===== src/bus_pkg.sv =====
package bus_pkg;

    typedef logic [1:0]  wb_adr_t;
    typedef logic [31:0] wb_dat_t;

    // register map
    localparam wb_adr_t reg_status = 2'd0;   // bit0 busy, bit1 done
    localparam wb_adr_t reg_result = 2'd1;
    localparam wb_adr_t reg_runs   = 2'd2;
    localparam wb_adr_t reg_id     = 2'd3;

    localparam wb_dat_t id_value = 32'hEC40_0001;

    localparam int runs_w = 16;   // completed run counter, wraps

endpackage


===== src/echo_pkg.sv =====
package echo_pkg;

    // run geometry, kept short so a run fits a quick simulation
    localparam int frame_len      = 256;   // cycles per frame
    localparam int frames_per_run = 8;
    localparam int burst_len      = 16;    // tx pulse width in cycles
    localparam int clks_per_bit   = 16;    // uart bit period

    localparam logic [7:0] start_byte = 8'h53;  // ascii 'S'

    typedef logic [7:0]  frame_off_t;   // cycle offset inside a frame
    typedef logic [2:0]  frame_idx_t;   // frame number inside a run
    typedef logic [11:0] edge_sum_t;    // wraps at 4096
    typedef logic [23:0] result_t;      // {begin sum, end sum}

    typedef enum logic [1:0] {
        idle,
        run,
        finish
    } ctrl_state_t;

endpackage


===== src/burst_tx.sv =====
`timescale 1ns/100ps

module burst_tx import echo_pkg::*; (
    input  logic clk,
    input  logic rst,
    input  logic frame_start,
    output logic tx_out,
    output logic burst_active
);

    frame_off_t remain;   // cycles left after the current one

    always_ff @(posedge clk) begin
        if (rst) begin
            remain <= '0;
        end else if (frame_start) begin
            remain <= frame_off_t'(burst_len - 1);
        end else if (remain != '0) begin
            remain <= remain - 1'b1;
        end
    end

    // pulse starts in the frame_start cycle itself
    assign burst_active = frame_start || (remain != '0);
    assign tx_out       = burst_active;

endmodule


===== src/echo_detect.sv =====
`timescale 1ns/100ps

module echo_detect (
    input  logic clk,
    input  logic rst,
    input  logic echo_in,
    input  logic burst_active,
    output logic echo_stb
);

    logic [2:0] sync;     // sync[2] is the previous settled sample
    logic       rise_q;

    always_ff @(posedge clk) begin
        if (rst) begin
            sync   <= '0;
            rise_q <= 1'b0;
        end else begin
            sync   <= {sync[1:0], echo_in};
            rise_q <= sync[1] & ~sync[2];
        end
    end

    // our own transmit pulse leaks into the receiver, ignore it
    assign echo_stb = rise_q & ~burst_active;

endmodule


===== src/echo_timer_top.sv =====
`timescale 1ns/100ps

module echo_timer_top import echo_pkg::*, bus_pkg::*; (
    input  logic    clk,
    input  logic    rst,
    input  logic    uart_rxd,
    input  logic    echo_in,
    output logic    tx_out,
    input  logic    wb_cyc,
    input  logic    wb_stb,
    input  logic    wb_we,
    input  wb_adr_t wb_adr,
    input  wb_dat_t wb_dat_w,
    output wb_dat_t wb_dat_r,
    output logic    wb_ack
);

    logic [7:0] rx_byte;
    logic       rx_valid;
    logic       busy;
    logic       frame_start;
    frame_off_t frame_off;
    logic       run_done;
    logic       burst_active;
    logic       echo_stb;
    result_t    result;
    logic       result_valid;

    uart_rx u_uart_rx (
        .clk   (clk),
        .rst   (rst),
        .rxd   (uart_rxd),
        .data  (rx_byte),
        .valid (rx_valid)
    );

    measure_ctrl u_ctrl (
        .clk         (clk),
        .rst         (rst),
        .rx_byte     (rx_byte),
        .rx_valid    (rx_valid),
        .busy        (busy),
        .frame_start (frame_start),
        .frame_off   (frame_off),
        .run_done    (run_done)
    );

    burst_tx u_burst (
        .clk          (clk),
        .rst          (rst),
        .frame_start  (frame_start),
        .tx_out       (tx_out),
        .burst_active (burst_active)
    );

    echo_detect u_echo (
        .clk          (clk),
        .rst          (rst),
        .echo_in      (echo_in),
        .burst_active (burst_active),
        .echo_stb     (echo_stb)
    );

    timing_accum u_accum (
        .clk          (clk),
        .rst          (rst),
        .busy         (busy),
        .frame_start  (frame_start),
        .frame_off    (frame_off),
        .echo_stb     (echo_stb),
        .run_done     (run_done),
        .result       (result),
        .result_valid (result_valid)
    );

    wb_regs u_regs (
        .clk          (clk),
        .rst          (rst),
        .wb_cyc       (wb_cyc),
        .wb_stb       (wb_stb),
        .wb_we        (wb_we),
        .wb_adr       (wb_adr),
        .wb_dat_w     (wb_dat_w),
        .wb_dat_r     (wb_dat_r),
        .wb_ack       (wb_ack),
        .busy         (busy),
        .result       (result),
        .result_valid (result_valid),
        .run_start    (frame_start)   // qualified with busy inside
    );

endmodule


===== src/measure_ctrl.sv =====
`timescale 1ns/100ps

module measure_ctrl import echo_pkg::*; (
    input  logic       clk,
    input  logic       rst,
    input  logic [7:0] rx_byte,
    input  logic       rx_valid,
    output logic       busy,
    output logic       frame_start,
    output frame_off_t frame_off,
    output logic       run_done
);

    ctrl_state_t state;
    frame_idx_t  frame_idx;
    logic        start_hit;
    logic        frame_end;
    logic        last_frame;

    assign start_hit  = rx_valid && (rx_byte == start_byte);
    assign frame_end  = (frame_off == frame_off_t'(frame_len - 1));
    assign last_frame = (frame_idx == frame_idx_t'(frames_per_run - 1));

    always_ff @(posedge clk) begin
        if (rst) begin
            state     <= idle;
            frame_off <= '0;
            frame_idx <= '0;
        end else begin
            case (state)
                idle: begin
                    if (start_hit) begin
                        state     <= run;
                        frame_off <= '0;
                        frame_idx <= '0;
                    end
                end
                run: begin
                    frame_off <= frame_off + 1'b1;   // wraps to 0 at frame end
                    if (frame_end) begin
                        frame_idx <= frame_idx + 1'b1;
                        if (last_frame) begin
                            state <= finish;
                        end
                    end
                end
                finish: begin
                    state <= idle;   // one cycle for run_done
                end
                default: begin
                    state <= idle;
                end
            endcase
        end
    end

    assign busy        = (state != idle);
    assign frame_start = (state == run) && (frame_off == '0);
    assign run_done    = (state == finish);

endmodule


===== src/timing_accum.sv =====
`timescale 1ns/100ps

module timing_accum import echo_pkg::*; (
    input  logic       clk,
    input  logic       rst,
    input  logic       busy,
    input  logic       frame_start,
    input  frame_off_t frame_off,
    input  logic       echo_stb,
    input  logic       run_done,
    output result_t    result,
    output logic       result_valid
);

    edge_sum_t  begin_sum;
    edge_sum_t  end_sum;
    edge_sum_t  begin_next;
    edge_sum_t  end_next;
    frame_off_t first_off;
    frame_off_t last_off;
    logic       seen;     // current frame has had an edge
    logic       hit;

    // the finish cycle belongs to no frame
    assign hit = echo_stb && busy && !run_done;

    // sums with the frame that is closing folded in
    always_comb begin
        begin_next = begin_sum;
        end_next   = end_sum;
        if (seen) begin
            begin_next = begin_sum + edge_sum_t'(first_off);
            end_next   = end_sum + edge_sum_t'(last_off);
        end
    end

    always_ff @(posedge clk) begin
        if (rst) begin
            begin_sum    <= '0;
            end_sum      <= '0;
            seen         <= 1'b0;
            result       <= '0;
            result_valid <= 1'b0;
        end else begin
            result_valid <= run_done;
            if (!busy) begin
                begin_sum <= '0;   // fresh sums for the next run
                end_sum   <= '0;
                seen      <= 1'b0;
            end else if (frame_start || run_done) begin
                begin_sum <= begin_next;
                end_sum   <= end_next;
                seen      <= hit;
                if (run_done) begin
                    result <= {begin_next, end_next};
                end
            end else if (hit) begin
                seen <= 1'b1;
            end
        end
    end

    always_ff @(posedge clk) begin
        if (hit) begin
            if (!seen || frame_start) begin
                first_off <= frame_off;
            end
            last_off <= frame_off;
        end
    end

endmodule


===== src/uart_rx.sv =====
`timescale 1ns/100ps

module uart_rx import echo_pkg::*; (
    input  logic       clk,
    input  logic       rst,
    input  logic       rxd,
    output logic [7:0] data,
    output logic       valid
);

    logic [1:0] rxd_sync;
    logic       rx;        // synchronized line
    logic       active;
    logic [3:0] tick;      // counts down to the next sample point
    logic [3:0] bit_n;     // 0 start, 1..8 data, 9 stop
    logic [7:0] shift;

    assign rx = rxd_sync[1];

    always_ff @(posedge clk) begin
        if (rst) begin
            rxd_sync <= 2'b11;   // line idles high
        end else begin
            rxd_sync <= {rxd_sync[0], rxd};
        end
    end

    always_ff @(posedge clk) begin
        if (rst) begin
            active <= 1'b0;
            tick   <= '0;
            bit_n  <= '0;
            valid  <= 1'b0;
        end else begin
            valid <= 1'b0;
            if (!active) begin
                if (!rx) begin
                    // first low sample, aim at the middle of the start bit
                    active <= 1'b1;
                    tick   <= 4'(clks_per_bit / 2 - 1);
                    bit_n  <= '0;
                end
            end else if (tick != 4'd0) begin
                tick <= tick - 1'b1;
            end else begin
                tick  <= 4'(clks_per_bit - 1);
                bit_n <= bit_n + 1'b1;
                if (bit_n == 4'd0 && rx) begin
                    active <= 1'b0;          // glitch, not a start bit
                end else if (bit_n == 4'd9) begin
                    active <= 1'b0;
                    valid  <= rx;            // bad stop bit drops the byte
                end
            end
        end
    end

    // data bits come in lsb first
    always_ff @(posedge clk) begin
        if (active && tick == 4'd0 && bit_n != 4'd0 && bit_n != 4'd9) begin
            shift <= {rx, shift[7:1]};
        end
    end

    assign data = shift;

endmodule


===== src/wb_regs.sv =====
`timescale 1ns/100ps

module wb_regs import echo_pkg::*, bus_pkg::*; (
    input  logic    clk,
    input  logic    rst,
    input  logic    wb_cyc,
    input  logic    wb_stb,
    input  logic    wb_we,
    input  wb_adr_t wb_adr,
    input  wb_dat_t wb_dat_w,
    output wb_dat_t wb_dat_r,
    output logic    wb_ack,
    input  logic    busy,
    input  result_t result,
    input  logic    result_valid,
    input  logic    run_start
);

    logic              busy_q;
    logic              done;
    logic              new_run;
    logic [runs_w-1:0] runs;
    wb_dat_t           rd_data;

    // only the frame_start that opens a run
    assign new_run = run_start && !busy_q;

    always_ff @(posedge clk) begin
        if (rst) begin
            busy_q <= 1'b0;
            done   <= 1'b0;
            runs   <= '0;
        end else begin
            busy_q <= busy;
            if (new_run) begin
                done <= 1'b0;
            end else if (result_valid) begin
                done <= 1'b1;
            end
            if (result_valid) begin
                runs <= runs + 1'b1;
            end
        end
    end

    always_comb begin
        case (wb_adr)
            reg_status: rd_data = wb_dat_t'({done, busy});
            reg_result: rd_data = wb_dat_t'(result);
            reg_runs:   rd_data = wb_dat_t'(runs);
            reg_id:     rd_data = id_value;
            default:    rd_data = '0;
        endcase
    end

    // single cycle ack, a held request gets one ack per transfer
    always_ff @(posedge clk) begin
        if (rst) begin
            wb_ack <= 1'b0;
        end else begin
            wb_ack <= wb_cyc && wb_stb && !wb_ack;
        end
    end

    // the register file is read only, write data goes nowhere
    always_ff @(posedge clk) begin
        if (wb_cyc && wb_stb && !wb_we) begin
            wb_dat_r <= rd_data;
        end
    end

endmodule


===== config.mk =====
export PLATFORM = sky130hd
export DESIGN_NAME = echo_timer_top
export DESIGN_NICKNAME = d
export VERILOG_FILES = /design/src/bus_pkg.sv /design/src/echo_pkg.sv /design/src/burst_tx.sv /design/src/echo_detect.sv /design/src/echo_timer_top.sv /design/src/measure_ctrl.sv /design/src/timing_accum.sv /design/src/uart_rx.sv /design/src/wb_regs.sv
export SDC_FILE = /design/constraint.sdc
export NUM_CORES = 1
export LEC_CHECK = 0
export ABC_CLOCK_PERIOD_IN_PS = 2900
export BUFFER_PORTS_ARGS = -buffer_cell sky130_fd_sc_hd__buf_2
export CAP_MARGIN = 15
export CORE_UTILIZATION = 59
export DETAILED_ROUTE_END_ITERATION = 8
export PLACE_DENSITY = 0.84
export SETUP_SLACK_MARGIN = 0.5
export SLEW_MARGIN = 20
export SYNTH_ARGS = -nofsm -noshare
export SYNTH_HDL_FRONTEND = slang
export SYNTH_SLANG_ARGS = --single-unit

===== constraint.sdc =====
create_clock -name clk -period 2.9 [get_ports clk]
set_input_delay 0.58 -clock clk [delete_from_list [all_inputs] [get_ports clk]]
set_output_delay 0.58 -clock clk [all_outputs]
set_load 0.01 [all_outputs]

==> impl_metrics.py <==
metrics = {
    "status": {
        "run_status": "finished with violations",
        "violations": "DRC",
    },
    "timing": {
        "worst_slack_ns": 0.279,
        "final-hold-violation-count": 0,
        "rsz0062_at_grt": "true",
        "slew_viol_final": 0,
        "tightest_slew_ns": 0.590,
        "period_share_pct": 90.4,
        "relSlewSlack_pct": 60.5,
        "fin_skew_ns": 0.00898,
        "fin_setup_tns_ns": 0,
        "min_period_ns": 2.62,
        "fmax_mhz": 382,
        "setup-violations-final": 0,
    },
    "power_and_ir_drop": {
        "powerDensity_nw_per_um2": 625,
        "netSwitchingPower_mw": 1.21,
        "cellLeakagePower_nw": 2.97,
        "p_int_mw": 3.89,
        "clockPowerShare_pct": 44.1,
        "power_frac_comb_pct": 9.8,
        "finalPower_mw": 5.10,
        "sw_frac_of_total_pct": 23.7,
        "power_frac_seq_pct": 46.1,
        "ir_worst_vdd_uv": 483,
    },
    "routing": {
        "drt-total-wl_um": 15900,
        "drt-initial-drc-count": 505,
        "routed.top_layer": "met4",
        "wl_met1_um": 6500,
        "wl_per_cell_um": 17.4,
        "met3WireLength_um": 790,
        "antenna_left": 0,
        "num_vias": 5557,
        "routed-wl-met2_um": 8040,
        "drcViolationCount": 3,
        "first_pass_iters": 9,
        "drt-vias-per-instance": 6.10,
    },
    "synth": {
        "syn_area_um2": 7100,
        "synthTopCellsByArea": "dfxtp_1, edfxtp_1, ha_1",
        "yosysTopAreaCellShare_pct": 29.9,
        "syn_avg_cell_area_um2": 9.89,
        "synthFlopType": "dfxtp_1",
        "synth.distinct_cells": 61,
        "ys_seq_elements": 155,
        "synthCells": 718,
        "async_flop_share_pct": 0,
        "synth_seq_area_share_pct": 50.6,
        "synth_top_area_cell": "dfxtp_1",
        "synth_edf_count": 49,
        "yosysWarnings": 0,
    },
    "clock_tree": {
        "clock-sinks": 155,
        "numCtsBuffers": 17,
        "clkSlewWorstSetupHoldPaths_ns": 0.06,
        "cts-root-buf": "clkbuf_16",
        "clk_latency_ns": 0.44,
        "htree_levels": 4,
        "cts_tree": "done",
        "cts_buffer_depth": 2,
    },
    "worst_setup_path": {
        "required_ns": 2.32,
        "cp-end-kind": "primary output",
        "arrival_ns": 2.04,
        "r2r_cells": 8,
        "critPathMaxFanout": 2,
        "start_kind": "flip-flop",
        "critPathKind": "flip-flop to primary output",
    },
    "final_layout": {
        "fin_cells": 911,
        "layout_common_cells": "dfxtp_1, a21oi_1, nor2_1",
        "area_delta_synth_final_pct": 14.9,
        "drive_gt1_share_pct": 16.4,
        "final_common_cell": "dfxtp_1",
        "fin_nets": 825,
        "fillers": 782,
        "n_antenna_cell": 0,
    },
    "placement": {
        "gp_congestion": 0.949,
        "hpwlAfterDp_um": 10300,
        "port_buffers": 39,
        "place_ws_ns": 0.456,
        "place_inst": 869,
    },
    "floorplan": {
        "ioPinCount": 75,
        "coreArea_um2": 11600,
        "fp.dieW_um": 112,
        "die_h_um": 112,
        "start_util_pct": 61.4,
        "rows": 39,
        "die_area_um2": 12500,
    },
    "run": {
        "cap_violations": 0,
    },
    "min_path": {
        "hold_class": "input port to flip-flop",
        "min_path_cells": 2,
    },
    "global_routing": {
        "grt_max_degree": 54,
        "grt.overflow.total": 0,
        "grt_first_pass_wirelength_um": 25700,
        "grt_pass1_vias": 5397,
        "antenna_found_initial": 0,
        "grt.total_usage_pct": 26.3,
    },
}
==> synthesized netlist by cell type, types with 2 or more instances <==
cell       instances
dfxtp_1          106
nor2_1            58
a21oi_1           57
nand2_1           52
edfxtp_1          49
o21ai_0           46
clkbuf_1          36
xor2_1            35
ha_1              27
inv_1             26
nor3_1            19
a211oi_1          18
nand3_1           15
a22o_1            14
mux2i_1           12
and2_1            10
nand4_1            9
nor2b_1            9
or3_1              9
buf_4              8
nand2b_1           8
a21o_1             7
xnor2_1            7
a31oi_1            5
o2111ai_1          5
o22ai_1            5
o31ai_1            5
a311oi_1           4
a31o_2             4
and4_1             4
o211ai_1           4
and3_1             3
nor4_1             3
o21a_1             3
o221a_2            3
or4_1              3
fa_1               2
nand3b_1           2
nor3b_1            2
o21bai_1           2
or2_2              2
==> metrics by stage <==
step                area, um^2  hold slack (ns)  utilization (%)
floorplan                 7110            0.367                -
global placement          7380            0.373             63.8
detailed placement        7380            0.382             63.8
CTS                       8090            0.321             69.9
global route              8160            0.337             70.5
finish                    8160            0.328             70.5
==> layer usage <==
| layer | track usage [%] | up-vias |
|---|---|---|
| li1 | - | 2660 |
| met1 | 30.2 | 2667 |
| met2 | 46.3 | 183 |
| met3 | 5.12 | 47 |
| met4 | 14.2 | 0 |
| met5 | 0 | - |
==> area by class of cell <==
type | count | area (um^2) | area share (%)
multi-input combinational | 492 | 3290 | 40.3
clock inverter | 13 | 151 | 1.86
inverter | 27 | 106 | 1.30
tap | 143 | 179 | 2.19
sequential | 155 | 3600 | 44.2
timing repair buffer | 62 | 387 | 4.74
clock buffer | 19 | 443 | 5.43
==> sequential cells by signal (all words and copies together), names as in the netlist, 2 cells and up <==
signal	count
u_regs.wb_dat_r	25
u_accum.result	24
u_regs.runs	16
u_accum.begin_sum	12
u_accum.end_sum	12
u_accum.first_off	8
u_accum.last_off	8
u_burst.remain	8
u_ctrl.frame_off	8
u_uart_rx.data	8
u_uart_rx.bit_n	4
u_uart_rx.tick	4
u_ctrl.frame_idx	3
u_echo.sync	3
u_ctrl.state	2
u_uart_rx.rxd_sync	2
==> final timing paths <==
check,to,slack (ns),startpoint
setup reg to reg,u_accum.end_sum[8],0.55,u_ctrl.frame_off[1]
hold reg to reg,u_echo.rise_q,0.39,u_echo.sync[2]
hold / removal,u_uart_rx.rxd_sync[0],0.33,uart_rxd
setup / recovery,tx_out,0.28,u_ctrl.frame_off[1]
==> worst max-delay path, cell delays in order, from the launching register on <==
cell and delay, ns:
dfxtp_4 0.35, inv_4 0.06, ha_4 0.10, or4b_4 0.48
or3_4 0.42, nand2_4 0.09, buf_6 0.10
==> kinds of logic (layout without fill, tap and decap cells) <==
family / count (synthesis) / after routing / share of synthesized area (%)
compound gates: 190 / 190 / 17.5
flops: 155 / 155 / 50.6
mux: 13 / 13 / 1.85
other cells: 1 / 3 / 0.0528
fa+ha+maj: 29 / 29 / 5.32
simple gates: 215 / 215 / 15.1
buf+inv: 73 / 121 / 4.30
xor+xnor: 42 / 42 / 5.18
==> timing repair <==
item | 4_1_cts | 5_1_grt
hold buffers | 0 | 0
setup endpoints to repair | 13 | 12
resized for setup | 15 | 9
setup buffers | 7 | 3
pin swaps | 2 | 2
==> power by group through the flow <==
| stage | clock, mW | combinational, mW | sequential (mW) |
|---|---|---|---|
| floorplan | 0 | 0.335 | 2.39 |
| global placement | 0 | 0.399 | 2.39 |
| detailed placement | 0 | 0.434 | 2.40 |
| CTS | 2.26 | 0.481 | 2.35 |
| global route | 2.35 | 0.551 | 2.35 |
| finish | 2.25 | 0.501 | 2.35 |
Note: power is estimated with default switching activity, not from simulation.
